### src/verilog/rob_settings.svh
////////////////////
// reorder buffer sizing macros
// depth, tag width, broadcast lanes, dispatch width
////////////////////

`ifndef ROB_SETTINGS_SVH
`define ROB_SETTINGS_SVH

// entries in the circular buffer, power of two only
`define ROB_DEPTH 64

`define PR_WIDTH 7       // physical register tag bits
`define CDB_WIDTH 6      // result broadcast lanes

// fixed by the two-slot port layout
`define DISPATCH_WIDTH 2

`endif
### src/verilog/rob_pkg.sv
////////////////////
// reorder buffer types
// positions, occupancy and per-cycle counts
////////////////////

`include "rob_settings.svh"

package rob_pkg;

	// position in the buffer, wraps naturally
	typedef logic [$clog2(`ROB_DEPTH)-1:0] rob_idx_t;

	// 0 .. ROB_DEPTH, one extra bit for full
	typedef logic [$clog2(`ROB_DEPTH):0] rob_cnt_t;

	// 0, 1 or 2 instructions in a cycle
	typedef logic [$clog2(`DISPATCH_WIDTH+1)-1:0] inst_num_t;

endpackage

### src/verilog/preg_pkg.sv
////////////////////
// physical register types
// tag and result broadcast bundle
////////////////////

`include "rob_settings.svh"

package preg_pkg;

	// one renamed register
	typedef logic [`PR_WIDTH-1:0] pr_tag_t;

	// one tag per broadcast lane, lane 0 in the low bits
	typedef logic [`CDB_WIDTH-1:0][`PR_WIDTH-1:0] cdb_tags_t;

endpackage

### src/verilog/rob_top.sv
////////////////////
// reorder buffer top level
// dispatch allocator, entry array, retire unit
////////////////////

`timescale 1ns/1ps

`include "rob_settings.svh"

module rob_top (
	input  logic                  clock,
	input  logic                  reset,
	input  rob_pkg::inst_num_t    dispatch_num,
	input  preg_pkg::pr_tag_t     tag0,
	input  preg_pkg::pr_tag_t     told0,
	input  logic                  exec0,
	input  logic                  halt0,
	input  preg_pkg::pr_tag_t     tag1,
	input  preg_pkg::pr_tag_t     told1,
	input  logic                  exec1,
	input  logic                  halt1,
	input  logic [`CDB_WIDTH-1:0] cdb_valid,
	input  preg_pkg::cdb_tags_t   cdb_tags,
	output rob_pkg::inst_num_t    dispatch_cap,
	output rob_pkg::inst_num_t    retire_num,
	output preg_pkg::pr_tag_t     retire_told_a,
	output preg_pkg::pr_tag_t     retire_told_b,
	output logic                  retire_halt
);
	import preg_pkg::*;

	logic [`ROB_DEPTH-1:0]    entry_write;
	logic [`ROB_DEPTH-1:0]    entry_slot;
	logic [`ROB_DEPTH-1:0]    entry_clear;
	logic [`ROB_DEPTH-1:0]    entry_valid;
	logic [`ROB_DEPTH-1:0]    entry_ready;
	logic [`ROB_DEPTH-1:0]    entry_halt;
	pr_tag_t [`ROB_DEPTH-1:0] entry_told;

	rob_dispatch rob_dispatch_inst (
		.clock        (clock),
		.reset        (reset),
		.dispatch_num (dispatch_num),
		.retire_num   (retire_num),     // feeds the occupancy count
		.dispatch_cap (dispatch_cap),
		.entry_write  (entry_write),
		.entry_slot   (entry_slot)
	);

	////////////////////
	// entry array
	////////////////////
	for (genvar i = 0; i < `ROB_DEPTH; i++)
	begin : entry_gen
		rob_entry rob_entry_inst (
			.clock     (clock),
			.reset     (reset),
			.write     (entry_write[i]),
			.slot      (entry_slot[i]),
			.clear     (entry_clear[i]),
			.tag0      (tag0),
			.told0     (told0),
			.tag1      (tag1),
			.told1     (told1),
			.exec0     (exec0),
			.exec1     (exec1),
			.halt0     (halt0),
			.halt1     (halt1),
			.cdb_valid (cdb_valid),
			.cdb_tags  (cdb_tags),
			.valid     (entry_valid[i]),
			.ready     (entry_ready[i]),
			.halt      (entry_halt[i]),
			.tag       (),
			.told      (entry_told[i])
		);
	end

	rob_retire rob_retire_inst (
		.clock         (clock),
		.reset         (reset),
		.entry_ready   (entry_ready),
		.entry_halt    (entry_halt),
		.entry_told    (entry_told),
		.entry_clear   (entry_clear),
		.retire_num    (retire_num),
		.retire_told_a (retire_told_a),
		.retire_told_b (retire_told_b),
		.retire_halt   (retire_halt)
	);

endmodule

### src/verilog/rob_retire.sv
////////////////////
// retire unit
// head pointer, in-order pick of up to
// two ready entries, free-list outputs
////////////////////

`timescale 1ns/1ps

`include "rob_settings.svh"

module rob_retire (
	input  logic                                  clock,
	input  logic                                  reset,
	input  logic [`ROB_DEPTH-1:0]                 entry_ready,
	input  logic [`ROB_DEPTH-1:0]                 entry_halt,
	input  preg_pkg::pr_tag_t [`ROB_DEPTH-1:0]    entry_told,
	output logic [`ROB_DEPTH-1:0]                 entry_clear,
	output rob_pkg::inst_num_t                    retire_num,
	output preg_pkg::pr_tag_t                     retire_told_a,
	output preg_pkg::pr_tag_t                     retire_told_b,
	output logic                                  retire_halt
);
	import rob_pkg::*;

	rob_idx_t head;
	rob_idx_t head_plus_one;
	logic     take_a;
	logic     take_b;

	assign head_plus_one = head + rob_idx_t'(1);

	// second slot only behind a ready head
	assign take_a = entry_ready[head];
	assign take_b = take_a && entry_ready[head_plus_one];

	assign retire_num = take_b ? inst_num_t'(2) : (take_a ? inst_num_t'(1) : inst_num_t'(0));

	////////////////////
	// free list handoff
	////////////////////
	assign retire_told_a = take_a ? entry_told[head] : '1;          // all ones when idle
	assign retire_told_b = take_b ? entry_told[head_plus_one] : '1;
	assign retire_halt = (take_a && entry_halt[head])
		|| (take_b && entry_halt[head_plus_one]);

	always_comb
	begin
		for (int i = 0; i < `ROB_DEPTH; i++)
		begin
			entry_clear[i] = (take_a && (rob_idx_t'(i) == head))
				|| (take_b && (rob_idx_t'(i) == head_plus_one));
		end
	end

	always_ff @(posedge clock)
	begin
		if (reset)
			head <= '0;
		else
			head <= head + rob_idx_t'(retire_num);   // wraps at depth
	end

endmodule

### src/verilog/rob_entry.sv
////////////////////
// single reorder buffer slot
// tags, halt, ready, valid and wake-up
////////////////////

`timescale 1ns/1ps

`include "rob_settings.svh"

module rob_entry (
	input  logic                   clock,
	input  logic                   reset,
	input  logic                   write,
	input  logic                   slot,
	input  logic                   clear,
	input  preg_pkg::pr_tag_t      tag0,
	input  preg_pkg::pr_tag_t      told0,
	input  preg_pkg::pr_tag_t      tag1,
	input  preg_pkg::pr_tag_t      told1,
	input  logic                   exec0,
	input  logic                   exec1,
	input  logic                   halt0,
	input  logic                   halt1,
	input  logic [`CDB_WIDTH-1:0]  cdb_valid,
	input  preg_pkg::cdb_tags_t    cdb_tags,
	output logic                   valid,
	output logic                   ready,
	output logic                   halt,
	output preg_pkg::pr_tag_t      tag,
	output preg_pkg::pr_tag_t      told
);

	logic cdb_hit;

	// any active lane carrying our tag, duplicates are harmless
	always_comb
	begin
		cdb_hit = 1'b0;
		for (int k = 0; k < `CDB_WIDTH; k++)
			cdb_hit = cdb_hit | (cdb_valid[k] && (cdb_tags[k] == tag));
	end

	// control state
	always_ff @(posedge clock)
	begin
		if (reset)
		begin
			valid <= 1'b0;
			ready <= 1'b0;
		end
		else if (write)   // wins over a clear on the same slot
		begin
			valid <= 1'b1;
			ready <= slot ? !exec1 : !exec0;   // no execution means done now
		end
		else if (clear)
		begin
			valid <= 1'b0;
			ready <= 1'b0;
		end
		else if (valid && !ready && cdb_hit)
			ready <= 1'b1;
	end

	// payload
	always_ff @(posedge clock)
	begin
		if (write)
		begin
			tag  <= slot ? tag1 : tag0;
			told <= slot ? told1 : told0;
			halt <= slot ? halt1 : halt0;
		end
	end

endmodule

### src/verilog/rob_dispatch.sv
////////////////////
// dispatch allocator
// tail pointer, occupancy count, capacity
// and per-entry write selects
////////////////////

`timescale 1ns/1ps

`include "rob_settings.svh"

module rob_dispatch (
	input  logic                  clock,
	input  logic                  reset,
	input  rob_pkg::inst_num_t    dispatch_num,
	input  rob_pkg::inst_num_t    retire_num,
	output rob_pkg::inst_num_t    dispatch_cap,
	output logic [`ROB_DEPTH-1:0] entry_write,
	output logic [`ROB_DEPTH-1:0] entry_slot
);
	import rob_pkg::*;

	rob_idx_t tail;
	rob_idx_t tail_plus_one;
	rob_cnt_t occupancy;
	rob_cnt_t free_cnt;

	assign tail_plus_one = tail + rob_idx_t'(1);   // wraps at depth
	assign free_cnt = rob_cnt_t'(`ROB_DEPTH) - occupancy;

	// capacity straight from registered count
	always_comb
	begin
		if (free_cnt == rob_cnt_t'(0))
			dispatch_cap = inst_num_t'(0);
		else if (free_cnt == rob_cnt_t'(1))
			dispatch_cap = inst_num_t'(1);
		else
			dispatch_cap = inst_num_t'(2);
	end

	////////////////////
	// entry selects
	////////////////////
	always_comb
	begin
		for (int i = 0; i < `ROB_DEPTH; i++)
		begin
			entry_write[i] = ((dispatch_num != inst_num_t'(0)) && (rob_idx_t'(i) == tail))
				|| ((dispatch_num == inst_num_t'(2)) && (rob_idx_t'(i) == tail_plus_one));
			entry_slot[i] = (rob_idx_t'(i) == tail_plus_one);   // slot 1 lands behind tail
		end
	end

	always_ff @(posedge clock)
	begin
		if (reset)
		begin
			tail      <= '0;
			occupancy <= '0;
		end
		else
		begin
			tail      <= tail + rob_idx_t'(dispatch_num);
			occupancy <= occupancy + rob_cnt_t'(dispatch_num) - rob_cnt_t'(retire_num);
		end
	end

endmodule

### config.mk
export PLATFORM = sky130hd
export DESIGN_NAME = rob_top
export DESIGN_NICKNAME = d
export VERILOG_FILES = /design/src/verilog/rob_pkg.sv /design/src/verilog/preg_pkg.sv /design/src/verilog/rob_top.sv /design/src/verilog/rob_retire.sv /design/src/verilog/rob_entry.sv /design/src/verilog/rob_dispatch.sv
export VERILOG_INCLUDE_DIRS = /design/src /design/src/verilog
export SDC_FILE = /design/constraint.sdc
export NUM_CORES = 2
export LEC_CHECK = 0
export BUFFER_PORTS_ARGS = -buffer_cell sky130_fd_sc_hd__buf_4
export CAP_MARGIN = 20
export CORE_MARGIN = 2
export CORE_UTILIZATION = 50
export CTS_BUF_LIST = sky130_fd_sc_hd__clkbuf_8
export DETAILED_ROUTE_END_ITERATION = 7
export PLACE_DENSITY_LB_ADDON = 0.08
export SLEW_MARGIN = 10
export SYNTH_ARGS = -nofsm -noshare
export SYNTH_HDL_FRONTEND = slang
export SYNTH_SLANG_ARGS = --single-unit
export TNS_END_PERCENT = 100
### constraint.sdc
create_clock -name clock -period 9.6 [get_ports clock]
set_clock_uncertainty 0.15 [all_clocks]
set_input_delay 0 -clock clock [delete_from_list [all_inputs] [get_ports clock]]
set_output_delay 0 -clock clock [all_outputs]
set_load 0.005 [all_outputs]
==> flow_summary.json <==
{
  "status": "finished, final reports clean",
  "grt_pass1_vias": 71100,
  "firstDrtPassIters": 8,
  "r2r_start": "rob_retire_inst.head[0]",
  "grt_max_degree": 139,
  "syn_to_final_growth_pct": 6.07,
  "fin_crit_sh_pct": 72.3,
  "fin_setup_tns_ns": 0,
  "crit_type": "reg -> out",
  "finalSetupViolCount": 0,
  "die_h_um": 435,
  "syn_nets": 8778,
  "yosysSeqAreaShare_pct": 34.3,
  "insertion_delay_ns": 1.00,
  "clockRootBuffer": "clkbuf_8",
  "dp_slack_ns": 3.63,
  "wl_per_cell_um": 37.2,
  "core_area_um2": 185000,
  "r2r_slack_ns": 3.51,
  "vias": 73800,
  "timing.rr.end": "entry_gen[9].rob_entry_inst.ready",
  "grt_pass1_wl_mm": 547,
  "clockBufferDepth": 3,
  "synth-edff-count": 960,
  "synthCells": 8671,
  "p_per_area_nw_per_um2": 130,
  "worst_pin_slew_ns": 1.19,
  "crit_fanout": 138,
  "cts_num_sinks": 1107,
  "arrival_ns": 6.79,
  "async_flop_share_pct": 0,
  "drive_gt1_share_pct": 24.4,
  "drt_iter0_markers": 11000,
  "die_area_um2": 189000,
  "finalMaxSlewViolations": 0,
  "final_antenna_net_count": 0,
  "synth_cell_type_count": 61,
  "yosysWarningCount": 0,
  "viasPerCell": 6.95,
  "min_to": "entry_gen[29].rob_entry_inst.ready",
  "fin_crit_ns": 6.94,
  "critPathLaunchType": "flop",
  "slew_headroom_pct": 20.0,
  "rr_worst_depth": 11,
  "synth_seq_cells": 1107,
  "synth.cell_area_um2": 92700,
  "post-route-worst-setup-slack_ns": 2.66,
  "end_kind": "output port",
  "multiInputGateArea_um2": 56600,
  "die_width_um": 435,
  "grt_overflow": 0,
  "hold_path_class": "in -> reg",
  "ff_latch_area_um2": 31800,
  "worstHoldPathCells": 7,
  "ios": 103,
  "dp_hpwl_mm": 226,
  "leakage_nw": 30.9,
  "grt_usage_pct": 41.0,
  "final_nets": 8084,
  "required_ns": 9.45,
  "start_util_pct": 50.1,
  "min_from": "cdb_tags[18]",
  "wl_mm": 395,
  "total_power_mw": 12.8,
  "clk_pin_slew_worst_paths_ns": 0.07,
  "synth_ff_type": "edfxtp_1",
  "layout.cells.most_common_list": "xnor2_1 (1604), xor2_1 (1103), mux2_2 (963), edfxtp_1 (960), nand4_1 (589)",
  "rsz0062_at_grt": "no",
  "finalHoldViolCount": 0,
  "gp_congestion": 0.961,
  "fin_util_pct": 53.2,
  "io_buffer_count": 102,
  "htreeDepth": 4,
  "maxCapViolations": 0,
  "cts_tree": "done",
  "ir_worst_vdd_mv": 0.145,
  "grt_antenna_before_repair": 15,
  "final.fill_count": 16200,
  "num_rows": 158,
  "fmax_ghz": 0.144,
  "syn_avg_cell_area_um2": 10.7,
  "final_common_cell": "xnor2_1",
  "drcViolationCount": 0,
  "cts_buffers": 193
}
==> logic make-up (layout without fill, tap and decap cells) <==
| kind of cell | Yosys count | count (layout) | synth area share, % |
|---|---|---|---|
| xor gates and xnor gates | 2710 | 2710 | 25.6 |
| and+or+nand+nor | 1574 | 1574 | 9.32 |
| muxes | 1398 | 1398 | 21.2 |
| buffers and inverters | 1290 | 756 | 5.47 |
| DFF | 1107 | 1107 | 34.3 |
| AOI/OAI and AO/OA | 569 | 569 | 3.73 |
| adders and majority gates | 23 | 23 | 0.343 |
| other | 0 | 7 | 0 |
==> critical path, stage by stage, from the launching register on <==
cell and delay (ns):
dfxtp_4 0.77, buf_12 0.68, buf_4 0.86, buf_4 0.87
mux4_2 0.61, mux4_2 0.47, mux2_2 0.27, a21oi_1 0.35
a21oi_1 0.40, buf_4 0.27
==> per-layer routing <==
layer	up-vias	wire, um	GRT usage [%]
met1	37200	144000	52.0
met4	8	30500	26.6
li1	29500	-	-
met3	1654	48500	10.6
met5	-	49	0
met2	5404	172000	61.9
==> cell usage after synthesis (19+ instances only) <==
master       n  area share (%)
nor4_1     243             1.6
o21ai_0    205             1.1
buf_2       80            0.43
nand4_1    589             4.0
ha_1        19            0.26
a21oi_1    132            0.71
o22ai_1     35            0.24
xor2_1    1105              10
nand2b_1    55            0.37
nand2_1    120            0.49
mux2i_1     76            0.82
clkbuf_1   693             2.8
nor2_1     268             1.1
or3_1       55            0.37
buf_1      460             1.9
dfxtp_1    147             3.2
o31ai_1    102            0.83
edfxtp_1   960              31
mux2_2     963              12
nand3_1    123            0.66
inv_1       30            0.12
xnor2_1   1604              15
nor3_1      71            0.38
mux4_2     359             8.7
==> worst max path at each step <==
stage                            startpoint                        endpoint  slack, ns  depth (start not counted)
floorplan           rob_retire_inst.head[0]  rob_dispatch_inst.occupancy[6]       3.55                         29
global placement    rob_retire_inst.head[0]  rob_dispatch_inst.occupancy[6]       3.57                         20
detailed placement  rob_retire_inst.head[0]  rob_dispatch_inst.occupancy[5]       3.63                         18
CTS                 rob_retire_inst.head[0]                     retire_halt       2.56                          9
global route        rob_retire_inst.head[0]                     retire_halt       2.35                          9
finish              rob_retire_inst.head[0]                     retire_halt       2.66                          9
==> repair_timing <==
| item | in CTS | in global routing |
|---|---|---|
| gates resized for setup | 0 | 0 |
| setup endpoints to repair | 0 | 0 |
| hold endpoints to repair | 1069 | 0 |
| hold buffers | 64 | 0 |
| setup buffers | 0 | 0 |
==> cell type report <==
cell class	count	area share, %
Clock buffer	202	2.83
Tap cell	2480	3.16
Timing Repair Buffer	370	3.20
Sequential cell	1107	32.3
Multi-Input combinational cell	6274	57.5
Inverter	31	0.121
Clock inverter	153	0.812
Antenna cell	7	0.0178
==> power by group <==
group	switching, mW	internal, mW	total (mW)
clock network	2.18	2.06	4.24
logic	1.84	1.29	3.13
registers	0.112	5.31	5.42
==> state kept, by name, indices dropped and copies added, names as in the netlist <==
name,cells
entry_gen.rob_entry_inst.tag,448
rob_dispatch_inst.tail,6
entry_gen.rob_entry_inst.told,448
entry_gen.rob_entry_inst.ready,64
entry_gen.rob_entry_inst.halt,64
rob_retire_inst.head,6
rob_dispatch_inst.occupancy,7
entry_gen.rob_entry_inst.valid,64
==> metrics by stage <==
step / cells / instance area, um2 / hold WS, ns
3_3_place_gp: 10200 / 94000 / 0.306
4_1_cts: 10600 / 98300 / 0.00508
3_5_place_dp: 10200 / 94000 / 0.309
2_1_floorplan: 8671 / 92700 / 0.0297
6_report: 10600 / 98300 / 0.0740
5_1_grt: 10600 / 98300 / 0.101
(Power assumes the default switching activity.)
